## config.mk

```make
export PLATFORM = sky130hd
export DESIGN_NAME = ahb2apb_bridge
export DESIGN_NICKNAME = d
export VERILOG_FILES = /design/src/verilog/ahb2apb_pkg.sv /design/src/verilog/ahb2apb_bridge.sv /design/src/verilog/ahb_capture.sv /design/src/verilog/apb_decoder.sv /design/src/verilog/apb_sequencer.sv
export VERILOG_INCLUDE_DIRS = /design/src /design/src/include
export SDC_FILE = /design/constraint.sdc
export NUM_CORES = 1
export LEC_CHECK = 0
export BUFFER_PORTS_ARGS = -buffer_cell sky130_fd_sc_hd__buf_4
export CAP_MARGIN = 0
export CORE_ASPECT_RATIO = 1.1
export CORE_MARGIN = 10
export CORE_UTILIZATION = 42
export CTS_BUF_LIST = sky130_fd_sc_hd__clkbuf_8 sky130_fd_sc_hd__clkbuf_16
export CTS_CLUSTER_SIZE = 28
export DETAILED_ROUTE_END_ITERATION = 10
export PLACE_DENSITY = 0.81
export SYNTH_ARGS = -nofsm -noshare
export SYNTH_HDL_FRONTEND = slang
export SYNTH_SLANG_ARGS = --single-unit
```

## constraint.sdc

```tcl
create_clock -name hclk20 -period 3.15 [get_ports hclk20]
set_clock_uncertainty 0.15 [all_clocks]
set_input_delay 0.63 -clock hclk20 [delete_from_list [all_inputs] [get_ports hclk20]]
set_output_delay 0.63 -clock hclk20 [all_outputs]
set_load 0.02 [all_outputs]
```

## src/include/ahb2apb_macros.svh

```systemverilog
/* Bus widths, slave count, APB address map and AHB transfer type codes
   shared by the bridge RTL and its testbench */

`ifndef AHB2APB_MACROS_SVH
`define AHB2APB_MACROS_SVH

// ----------------------------------------
// Bus widths
// ----------------------------------------
`define AHB2APB_ADDR_W 32
`define AHB2APB_DATA_W 32

// Number of APB slaves behind the bridge
`define AHB2APB_SLAVES 4

// ----------------------------------------
// Address map
// ----------------------------------------
// Slave s owns BASE + s*WINDOW up to BASE + (s+1)*WINDOW - 1
`define AHB2APB_BASE   32'h4000_0000
`define AHB2APB_WINDOW 32'h0000_1000

// ----------------------------------------
// AHB htrans encodings
// ----------------------------------------
`define AHB2APB_HTRANS_NONSEQ 2'b10
`define AHB2APB_HTRANS_SEQ    2'b11

`endif

```

## src/verilog/ahb2apb_pkg.sv

```systemverilog
/* Vector typedefs, request structs and APB state encoding for the bridge */

`include "ahb2apb_macros.svh"

package ahb2apb_pkg;

  // ----------------------------------------
  // Plain vectors
  // ----------------------------------------
  typedef logic [`AHB2APB_ADDR_W-1:0] addr_t;
  typedef logic [`AHB2APB_DATA_W-1:0] data_t;

  // One bit per APB slave
  typedef logic [`AHB2APB_SLAVES-1:0] slave_sel_t;

  // Read data from every slave, index = slave number
  typedef data_t [`AHB2APB_SLAVES-1:0] slave_data_t;

  // ----------------------------------------
  // Requests
  // ----------------------------------------
  // Address phase as captured on the AHB side
  typedef struct packed {
    addr_t addr;
    logic  write;
  } ahb_req_t;

  // Shared APB command lines
  typedef struct packed {
    addr_t paddr;
    logic  pwrite;
    logic  penable;
  } apb_req_t;

  // APB sequencer states, one-hot
  typedef enum logic [2:0] {
    APB_IDLE   = 3'b001,
    APB_SETUP  = 3'b010,
    APB_ACCESS = 3'b100
  } apb_state_t;

endpackage

```

## src/verilog/ahb2apb_bridge.sv

```systemverilog
/* Top level of the AHB-Lite to APB bridge: front end, slave decoder
   and APB sequencer, write data passed straight through */

`timescale 1ns/10ps

module ahb2apb_bridge (
  input  logic                     hclk20,
  input  logic                     hreset_n20,
  // AHB-Lite slave port
  input  logic                     hsel,
  input  ahb2apb_pkg::addr_t       haddr,
  input  logic [1:0]               htrans,
  input  logic                     hwrite,
  input  ahb2apb_pkg::data_t       hwdata,
  output logic                     hready,
  output ahb2apb_pkg::data_t       hrdata,
  // APB master port
  output ahb2apb_pkg::apb_req_t    apb_cmd,
  output ahb2apb_pkg::slave_sel_t  psel,
  output ahb2apb_pkg::data_t       pwdata,
  input  ahb2apb_pkg::slave_sel_t  pready,
  input  ahb2apb_pkg::slave_data_t prdata
);

  logic                    accept;
  logic                    req_valid;
  logic                    done;
  ahb2apb_pkg::ahb_req_t   req;
  ahb2apb_pkg::slave_sel_t slave_sel;
  ahb2apb_pkg::data_t      rdata;

  // hwdata is held stable by the master while hready is low
  assign pwdata = hwdata;

  ahb_capture u_ahb_capture (
    .hclk20     (hclk20),
    .hreset_n20 (hreset_n20),
    .hsel       (hsel),
    .haddr      (haddr),
    .htrans     (htrans),
    .hwrite     (hwrite),
    .done       (done),
    .rdata      (rdata),
    .hready     (hready),
    .hrdata     (hrdata),
    .accept     (accept),
    .req        (req),
    .req_valid  (req_valid)
  );

  // Select registered on the accept edge, alongside req
  apb_decoder u_apb_decoder (
    .hclk20     (hclk20),
    .hreset_n20 (hreset_n20),
    .accept     (accept),
    .haddr      (haddr),
    .slave_sel  (slave_sel)
  );

  apb_sequencer u_apb_sequencer (
    .hclk20     (hclk20),
    .hreset_n20 (hreset_n20),
    .req        (req),
    .req_valid  (req_valid),
    .slave_sel  (slave_sel),
    .pready     (pready),
    .prdata     (prdata),
    .apb_cmd    (apb_cmd),
    .psel       (psel),
    .done       (done),
    .rdata      (rdata)
  );

endmodule

```

## src/verilog/ahb_capture.sv

```systemverilog
/* AHB slave front end: address and data phase tracking,
   request capture, hready and registered hrdata */

`timescale 1ns/10ps

`include "ahb2apb_macros.svh"

module ahb_capture (
  input  logic                  hclk20,
  input  logic                  hreset_n20,
  input  logic                  hsel,
  input  ahb2apb_pkg::addr_t    haddr,
  input  logic [1:0]            htrans,
  input  logic                  hwrite,
  input  logic                  done,
  input  ahb2apb_pkg::data_t    rdata,
  output logic                  hready,
  output ahb2apb_pkg::data_t    hrdata,
  output logic                  accept,
  output ahb2apb_pkg::ahb_req_t req,
  output logic                  req_valid
);

  logic addr_phase;
  logic data_phase;
  logic trans_valid;

  // NONSEQ or SEQ towards this slave
  assign trans_valid = hsel &&
                       ((htrans == `AHB2APB_HTRANS_NONSEQ) ||
                        (htrans == `AHB2APB_HTRANS_SEQ));

  // Only sampled while the bus is ready
  assign accept    = addr_phase && trans_valid;
  assign hready    = addr_phase;
  assign req_valid = data_phase;

  // ----------------------------------------
  // Phase flags
  // ----------------------------------------
  // Exactly one transfer in flight, hready low until done
  always_ff @(posedge hclk20 or negedge hreset_n20) begin
    if (!hreset_n20) begin
      addr_phase <= 1'b1;
      data_phase <= 1'b0;
    end else if (accept) begin
      addr_phase <= 1'b0;
      data_phase <= 1'b1;
    end else if (done) begin
      addr_phase <= 1'b1;
      data_phase <= 1'b0;
    end
  end

  // ----------------------------------------
  // Request and read data registers
  // ----------------------------------------
  always_ff @(posedge hclk20) begin
    if (accept) begin
      req.addr  <= haddr;
      req.write <= hwrite;
    end
  end

  // Read data valid once hready rises again
  always_ff @(posedge hclk20) begin
    if (done) begin
      hrdata <= rdata;
    end
  end

endmodule

```

## src/verilog/apb_decoder.sv

```systemverilog
/* Registered one-hot APB slave select decoded from the AHB address */

`timescale 1ns/10ps

`include "ahb2apb_macros.svh"

module apb_decoder (
  input  logic                    hclk20,
  input  logic                    hreset_n20,
  input  logic                    accept,
  input  ahb2apb_pkg::addr_t      haddr,
  output ahb2apb_pkg::slave_sel_t slave_sel
);

  ahb2apb_pkg::slave_sel_t sel_next;

  // Window bounds for slave s, both inclusive
  function automatic ahb2apb_pkg::addr_t win_start(input int s);
    win_start = ahb2apb_pkg::addr_t'(`AHB2APB_BASE + s * `AHB2APB_WINDOW);
  endfunction

  function automatic ahb2apb_pkg::addr_t win_end(input int s);
    win_end = ahb2apb_pkg::addr_t'(`AHB2APB_BASE + (s + 1) * `AHB2APB_WINDOW - 1);
  endfunction

  // ----------------------------------------
  // Address compare
  // ----------------------------------------
  // Unmapped address gives an all-zero select
  always_comb begin
    sel_next = '0;
    for (int s = 0; s < `AHB2APB_SLAVES; s++) begin
      sel_next[s] = (haddr >= win_start(s)) && (haddr <= win_end(s));
    end
  end

  // Captured on the same edge as the AHB request
  always_ff @(posedge hclk20 or negedge hreset_n20) begin
    if (!hreset_n20) begin
      slave_sel <= '0;
    end else if (accept) begin
      slave_sel <= sel_next;
    end
  end

endmodule

```

## src/verilog/apb_sequencer.sv

```systemverilog
/* APB master sequencer: IDLE/SETUP/ACCESS state machine, psel and penable,
   pready and prdata muxing, completion back to the AHB side */

`timescale 1ns/10ps

`include "ahb2apb_macros.svh"

module apb_sequencer (
  input  logic                     hclk20,
  input  logic                     hreset_n20,
  input  ahb2apb_pkg::ahb_req_t    req,
  input  logic                     req_valid,
  input  ahb2apb_pkg::slave_sel_t  slave_sel,
  input  ahb2apb_pkg::slave_sel_t  pready,
  input  ahb2apb_pkg::slave_data_t prdata,
  output ahb2apb_pkg::apb_req_t    apb_cmd,
  output ahb2apb_pkg::slave_sel_t  psel,
  output logic                     done,
  output ahb2apb_pkg::data_t       rdata
);

  ahb2apb_pkg::apb_state_t state;
  ahb2apb_pkg::addr_t      paddr_q;
  logic                    pwrite_q;
  logic                    start;
  logic                    pready_sel;
  ahb2apb_pkg::data_t      prdata_sel;

  // ----------------------------------------
  // Slave return path
  // ----------------------------------------
  // Only the selected slave's pready counts
  assign pready_sel = |(psel & pready);

  // OR of gated read data, psel is one-hot
  always_comb begin
    prdata_sel = '0;
    for (int s = 0; s < `AHB2APB_SLAVES; s++) begin
      if (psel[s]) begin
        prdata_sel = prdata_sel | prdata[s];
      end
    end
  end

  // ----------------------------------------
  // State machine
  // ----------------------------------------
  assign start = (state == ahb2apb_pkg::APB_IDLE) && req_valid;

  always_ff @(posedge hclk20 or negedge hreset_n20) begin
    if (!hreset_n20) begin
      state <= ahb2apb_pkg::APB_IDLE;
      psel  <= '0;
    end else begin
      case (state)
        ahb2apb_pkg::APB_IDLE: begin
          if (req_valid) begin
            state <= ahb2apb_pkg::APB_SETUP;
            psel  <= slave_sel;
          end
        end
        ahb2apb_pkg::APB_SETUP: begin
          state <= ahb2apb_pkg::APB_ACCESS;
        end
        ahb2apb_pkg::APB_ACCESS: begin
          // Wait states hold here
          if (pready_sel) begin
            state <= ahb2apb_pkg::APB_IDLE;
            psel  <= '0;
          end
        end
        default: begin
          state <= ahb2apb_pkg::APB_IDLE;
          psel  <= '0;
        end
      endcase
    end
  end

  // Address and direction, held through SETUP and ACCESS
  always_ff @(posedge hclk20) begin
    if (start) begin
      paddr_q  <= req.addr;
      pwrite_q <= req.write;
    end
  end

  // ----------------------------------------
  // Outputs
  // ----------------------------------------
  assign apb_cmd.paddr   = paddr_q;
  assign apb_cmd.pwrite  = pwrite_q;
  assign apb_cmd.penable = (state == ahb2apb_pkg::APB_ACCESS);

  // One-cycle completion strobe, read data alongside
  assign done  = (state == ahb2apb_pkg::APB_ACCESS) && pready_sel;
  assign rdata = prdata_sel;

endmodule
```

==> flow_metrics.env <==
export IMPL_grt_total_usage_pct=19.29
export IMPL_hold_violations=0
export IMPL_grt_first_pass_wirelength_um=22690
export IMPL_synth_seq_area_share_pct=72.19
export IMPL_initial_utilization_pct=43.18
export IMPL_instance_count_of_the_mapped_netlist=310
export IMPL_flow_area_growth_from_synthesis_pct=44.77
export IMPL_grt_busiest_layer="met2"
export IMPL_detail_route_antenna_nets=0
export IMPL_grt_setup_unrepaired="no"
export IMPL_numCtsBuffers=9
export IMPL_relSlewSlack_pct=40.30
export IMPL_cp_max_fo=26
export IMPL_power_leakage_nw=2.853
export IMPL_clock_tree_from_tritoncts="yes"
export IMPL_final_setup_viol_count=0
export IMPL_worst_hold_path_type="flip-flop to flip-flop"
export IMPL_cts_root_buffer_cell="clkbuf_16"
export IMPL_worst_endpoint_required_ps=3010
export IMPL_initialDrtViolationCount=179
export IMPL_io_pins=305
export IMPL_dpl_hpwl_um=12680
export IMPL_detailedRoute_firstPassIterationCount=5
export IMPL_detailroute_via_count=3510
export IMPL_worst_hold_startpoint="u_ahb_capture.req[13]"
export IMPL_whs_path_depth=0
export IMPL_first_global_vias=3801
export IMPL_synthesis_area_per_instance_um2=14.61
export IMPL_number_of_fillers_in_the_final_layout=810
export IMPL_route_detailed_drc=0
export IMPL_preCtsSetupSlack_ps=976.8
export IMPL_layout_drive_gt1_share_pct=51.34
export IMPL_cp_end_kind="flip-flop"
export IMPL_syn_cell_area_um2=4531
export IMPL_cts_repair_resize_count=0
export IMPL_whs_endpoint="u_apb_sequencer.paddr_q[12]"
export IMPL_power_density_nw_per_um2=444.7
export IMPL_vias_per_cell=5.278
export IMPL_maxCapViolations=0
export IMPL_period_minus_slack_ps=2199
export IMPL_setup_total_negative_slack_ps=0
export IMPL_critical_path_reg2reg_startpoint="u_apb_sequencer.state[2]"
export IMPL_post_synth_num_cell_types=28
export IMPL_synthesis_yosys_warnings=0
export IMPL_grt_overflow_total=0
export IMPL_die_width_um=119.0
export IMPL_slew_viol_final=0
export IMPL_nNetsFinal=719
export IMPL_worstSkewPairLatency_ps=350
export IMPL_rows=39
export IMPL_grt_met1_usage_pct=19.66
export IMPL_antenna_found_initial=1
export IMPL_worst_r2r_setup_slack_ps=950
export IMPL_timing_critical_path_arrival_ps=2060
export IMPL_gp_congestion=0.8123
export IMPL_core_um2=10490
export IMPL_r2r_cells=3
export IMPL_htreeDepth=3
export IMPL_mostFrequentLayoutCell="buf_4"
export IMPL_start_kind="flip-flop"
export IMPL_clock_sink_count=111
export IMPL_grt_max_degree=39
export IMPL_clock_path_buffers=2
export IMPL_finalCritPeriodShare_pct=69.81
export IMPL_layout_setup_ws_ps=951.1
export IMPL_m3_gr_usage_pct=9.536
export IMPL_worstMarginPinSlew_ps=895.5
export IMPL_diodes=0
export IMPL_wl_per_cell_um=23.83
export IMPL_worst_r2r_endpoint="u_ahb_capture.hrdata[31]"
export IMPL_floorplan_die_area_um2=15350
export IMPL_max_freq_mhz=454.8
export IMPL_wl_um=15850
export IMPL_floorplan_die_height_um=128.9
export IMPL_total_of_flip_flops_plus_latches_after_synthesis=111
export IMPL_clk_transition_reported_paths_ps=80
export IMPL_synthesized_nets=512
export IMPL_most_common_layout_cells="buf_4, edfxtp_1, a22oi_1"
export IMPL_irDropWorstVdd_mv=0.2257
export IMPL_grtUsageMet2_pct=33.60
export IMPL_setup_worst_path_class="flip-flop to flip-flop"
export IMPL_outcome="completed"
export IMPL_placement_io_buffers=239
[synth_stat cells]
master,number,area (µm²)
nor3b_1,1,7.510
clkbuf_1,17,63.81
nand3_2,1,10.01
a21boi_2,1,11.26
dfrtp_1,11,275.3
edfxtp_1,98,2943
and4bb_2,1,12.51
nand2_1,41,153.9
o21ai_1,1,5.000
and3_1,1,6.260
inv_1,9,33.78
a22oi_1,64,480.5
nor3b_4,1,18.77
dfstp_2,2,52.55
nor4_1,3,18.77
o41ai_1,4,35.03
nand2b_1,1,6.260
o311ai_0,4,35.03
nor4b_1,1,8.760
nor4bb_1,1,10.01
a22oi_2,2,25.02
o21a_1,1,7.510
nor3_1,1,5.000
a21oi_1,2,10.01
nand4_1,5,31.28
buf_4,33,247.7
nand4b_1,1,8.760
nor2_1,2,7.510
[worst max-delay path, cell delays in order, from the launching register on]
cell and delay [ps]:
dfrtp_1 480, nor3b_4 350, a21boi_4 440, buf_4 420
[worst max-delay path by stage]
stage,from,to,slack [ps],cells past startpoint
final,u_apb_sequencer.state[2],u_ahb_capture.hrdata[31],950,3
after global routing,u_apb_sequencer.state[2],u_ahb_capture.hrdata[31],830,3
after CTS,u_apb_sequencer.state[2],u_ahb_capture.hrdata[31],940,3
after detailed placement,pready[0],u_ahb_capture.hrdata[23],980,4
after global placement,pready[0],u_ahb_capture.hrdata[23],1010,4
after floorplan,u_apb_sequencer.psel[2],u_ahb_capture.hrdata[0],700,3
[through the flow]
step	util (%)	instances	area, µm²	total power [mW]	hold WS (ps)
after floorplan	-	310	4531	1.680	184.4
after global placement	59.52	648	6245	1.786	250.6
after detailed placement	59.52	648	6245	1.792	254.5
after CTS	62.52	665	6559	2.934	272.0
after global routing	62.52	665	6559	3.004	277.5
final	62.52	665	6559	2.916	265.5
[per-layer routing]
metal | wire, µm | up-vias
li1 | - | 1583
met1 | 5430 | 1649
met2 | 8124 | 248
met3 | 1929 | 28
met4 | 350 | 2
met5 | 13 | -
[report_power, final]
part	internal (mW)	switching [mW]	total, mW	leakage, nW
logic	0.133	0.0444	0.177	1.58
registers	1.58	0	1.58	1.12
clock network	0.627	0.528	1.15	0.150
total	2.34	0.572	2.92	2.85
[sequential cells by signal (all words and copies together), names as in the netlist]
register,count
u_ahb_capture.req,33
u_ahb_capture.hrdata,32
u_apb_sequencer.paddr_q,32
u_apb_decoder.slave_sel,4
u_apb_sequencer.psel,4
u_apb_sequencer.state,3
u_ahb_capture.hready,1
u_ahb_capture.req_valid,1
u_apb_sequencer.pwrite_q,1
[repair_timing]
| action | 4_1_cts | 5_1_grt |
|---|---|---|
| hold endpoints to repair | 11 | 0 |
| hold buffers | 1 | 0 |
| buffers inserted | 0 | 0 |
[final cells by class]
cell class	instances	area, µm²	share of cell area [%]
multi-input combinational	140	922.1	14.06
timing repair buffer	246	1849	28.20
sequential	111	3271	49.87
clock buffer	9	225.2	3.434
inverter	9	33.78	0.5151
clock inverter	7	78.83	1.202
tap	143	178.9	2.728
[logic make-up (layout without fill, tap and decap cells)]
| family | count (synthesis) | count (layout) | synth area share [%] |
|---|---|---|---|
| compound gates | 79 | 79 | 13.45 |
| flops | 111 | 111 | 72.19 |
| simple gates | 61 | 61 | 6.739 |
| buf+inv | 59 | 271 | 7.622 |
Power figures use the tool's default switching activity.
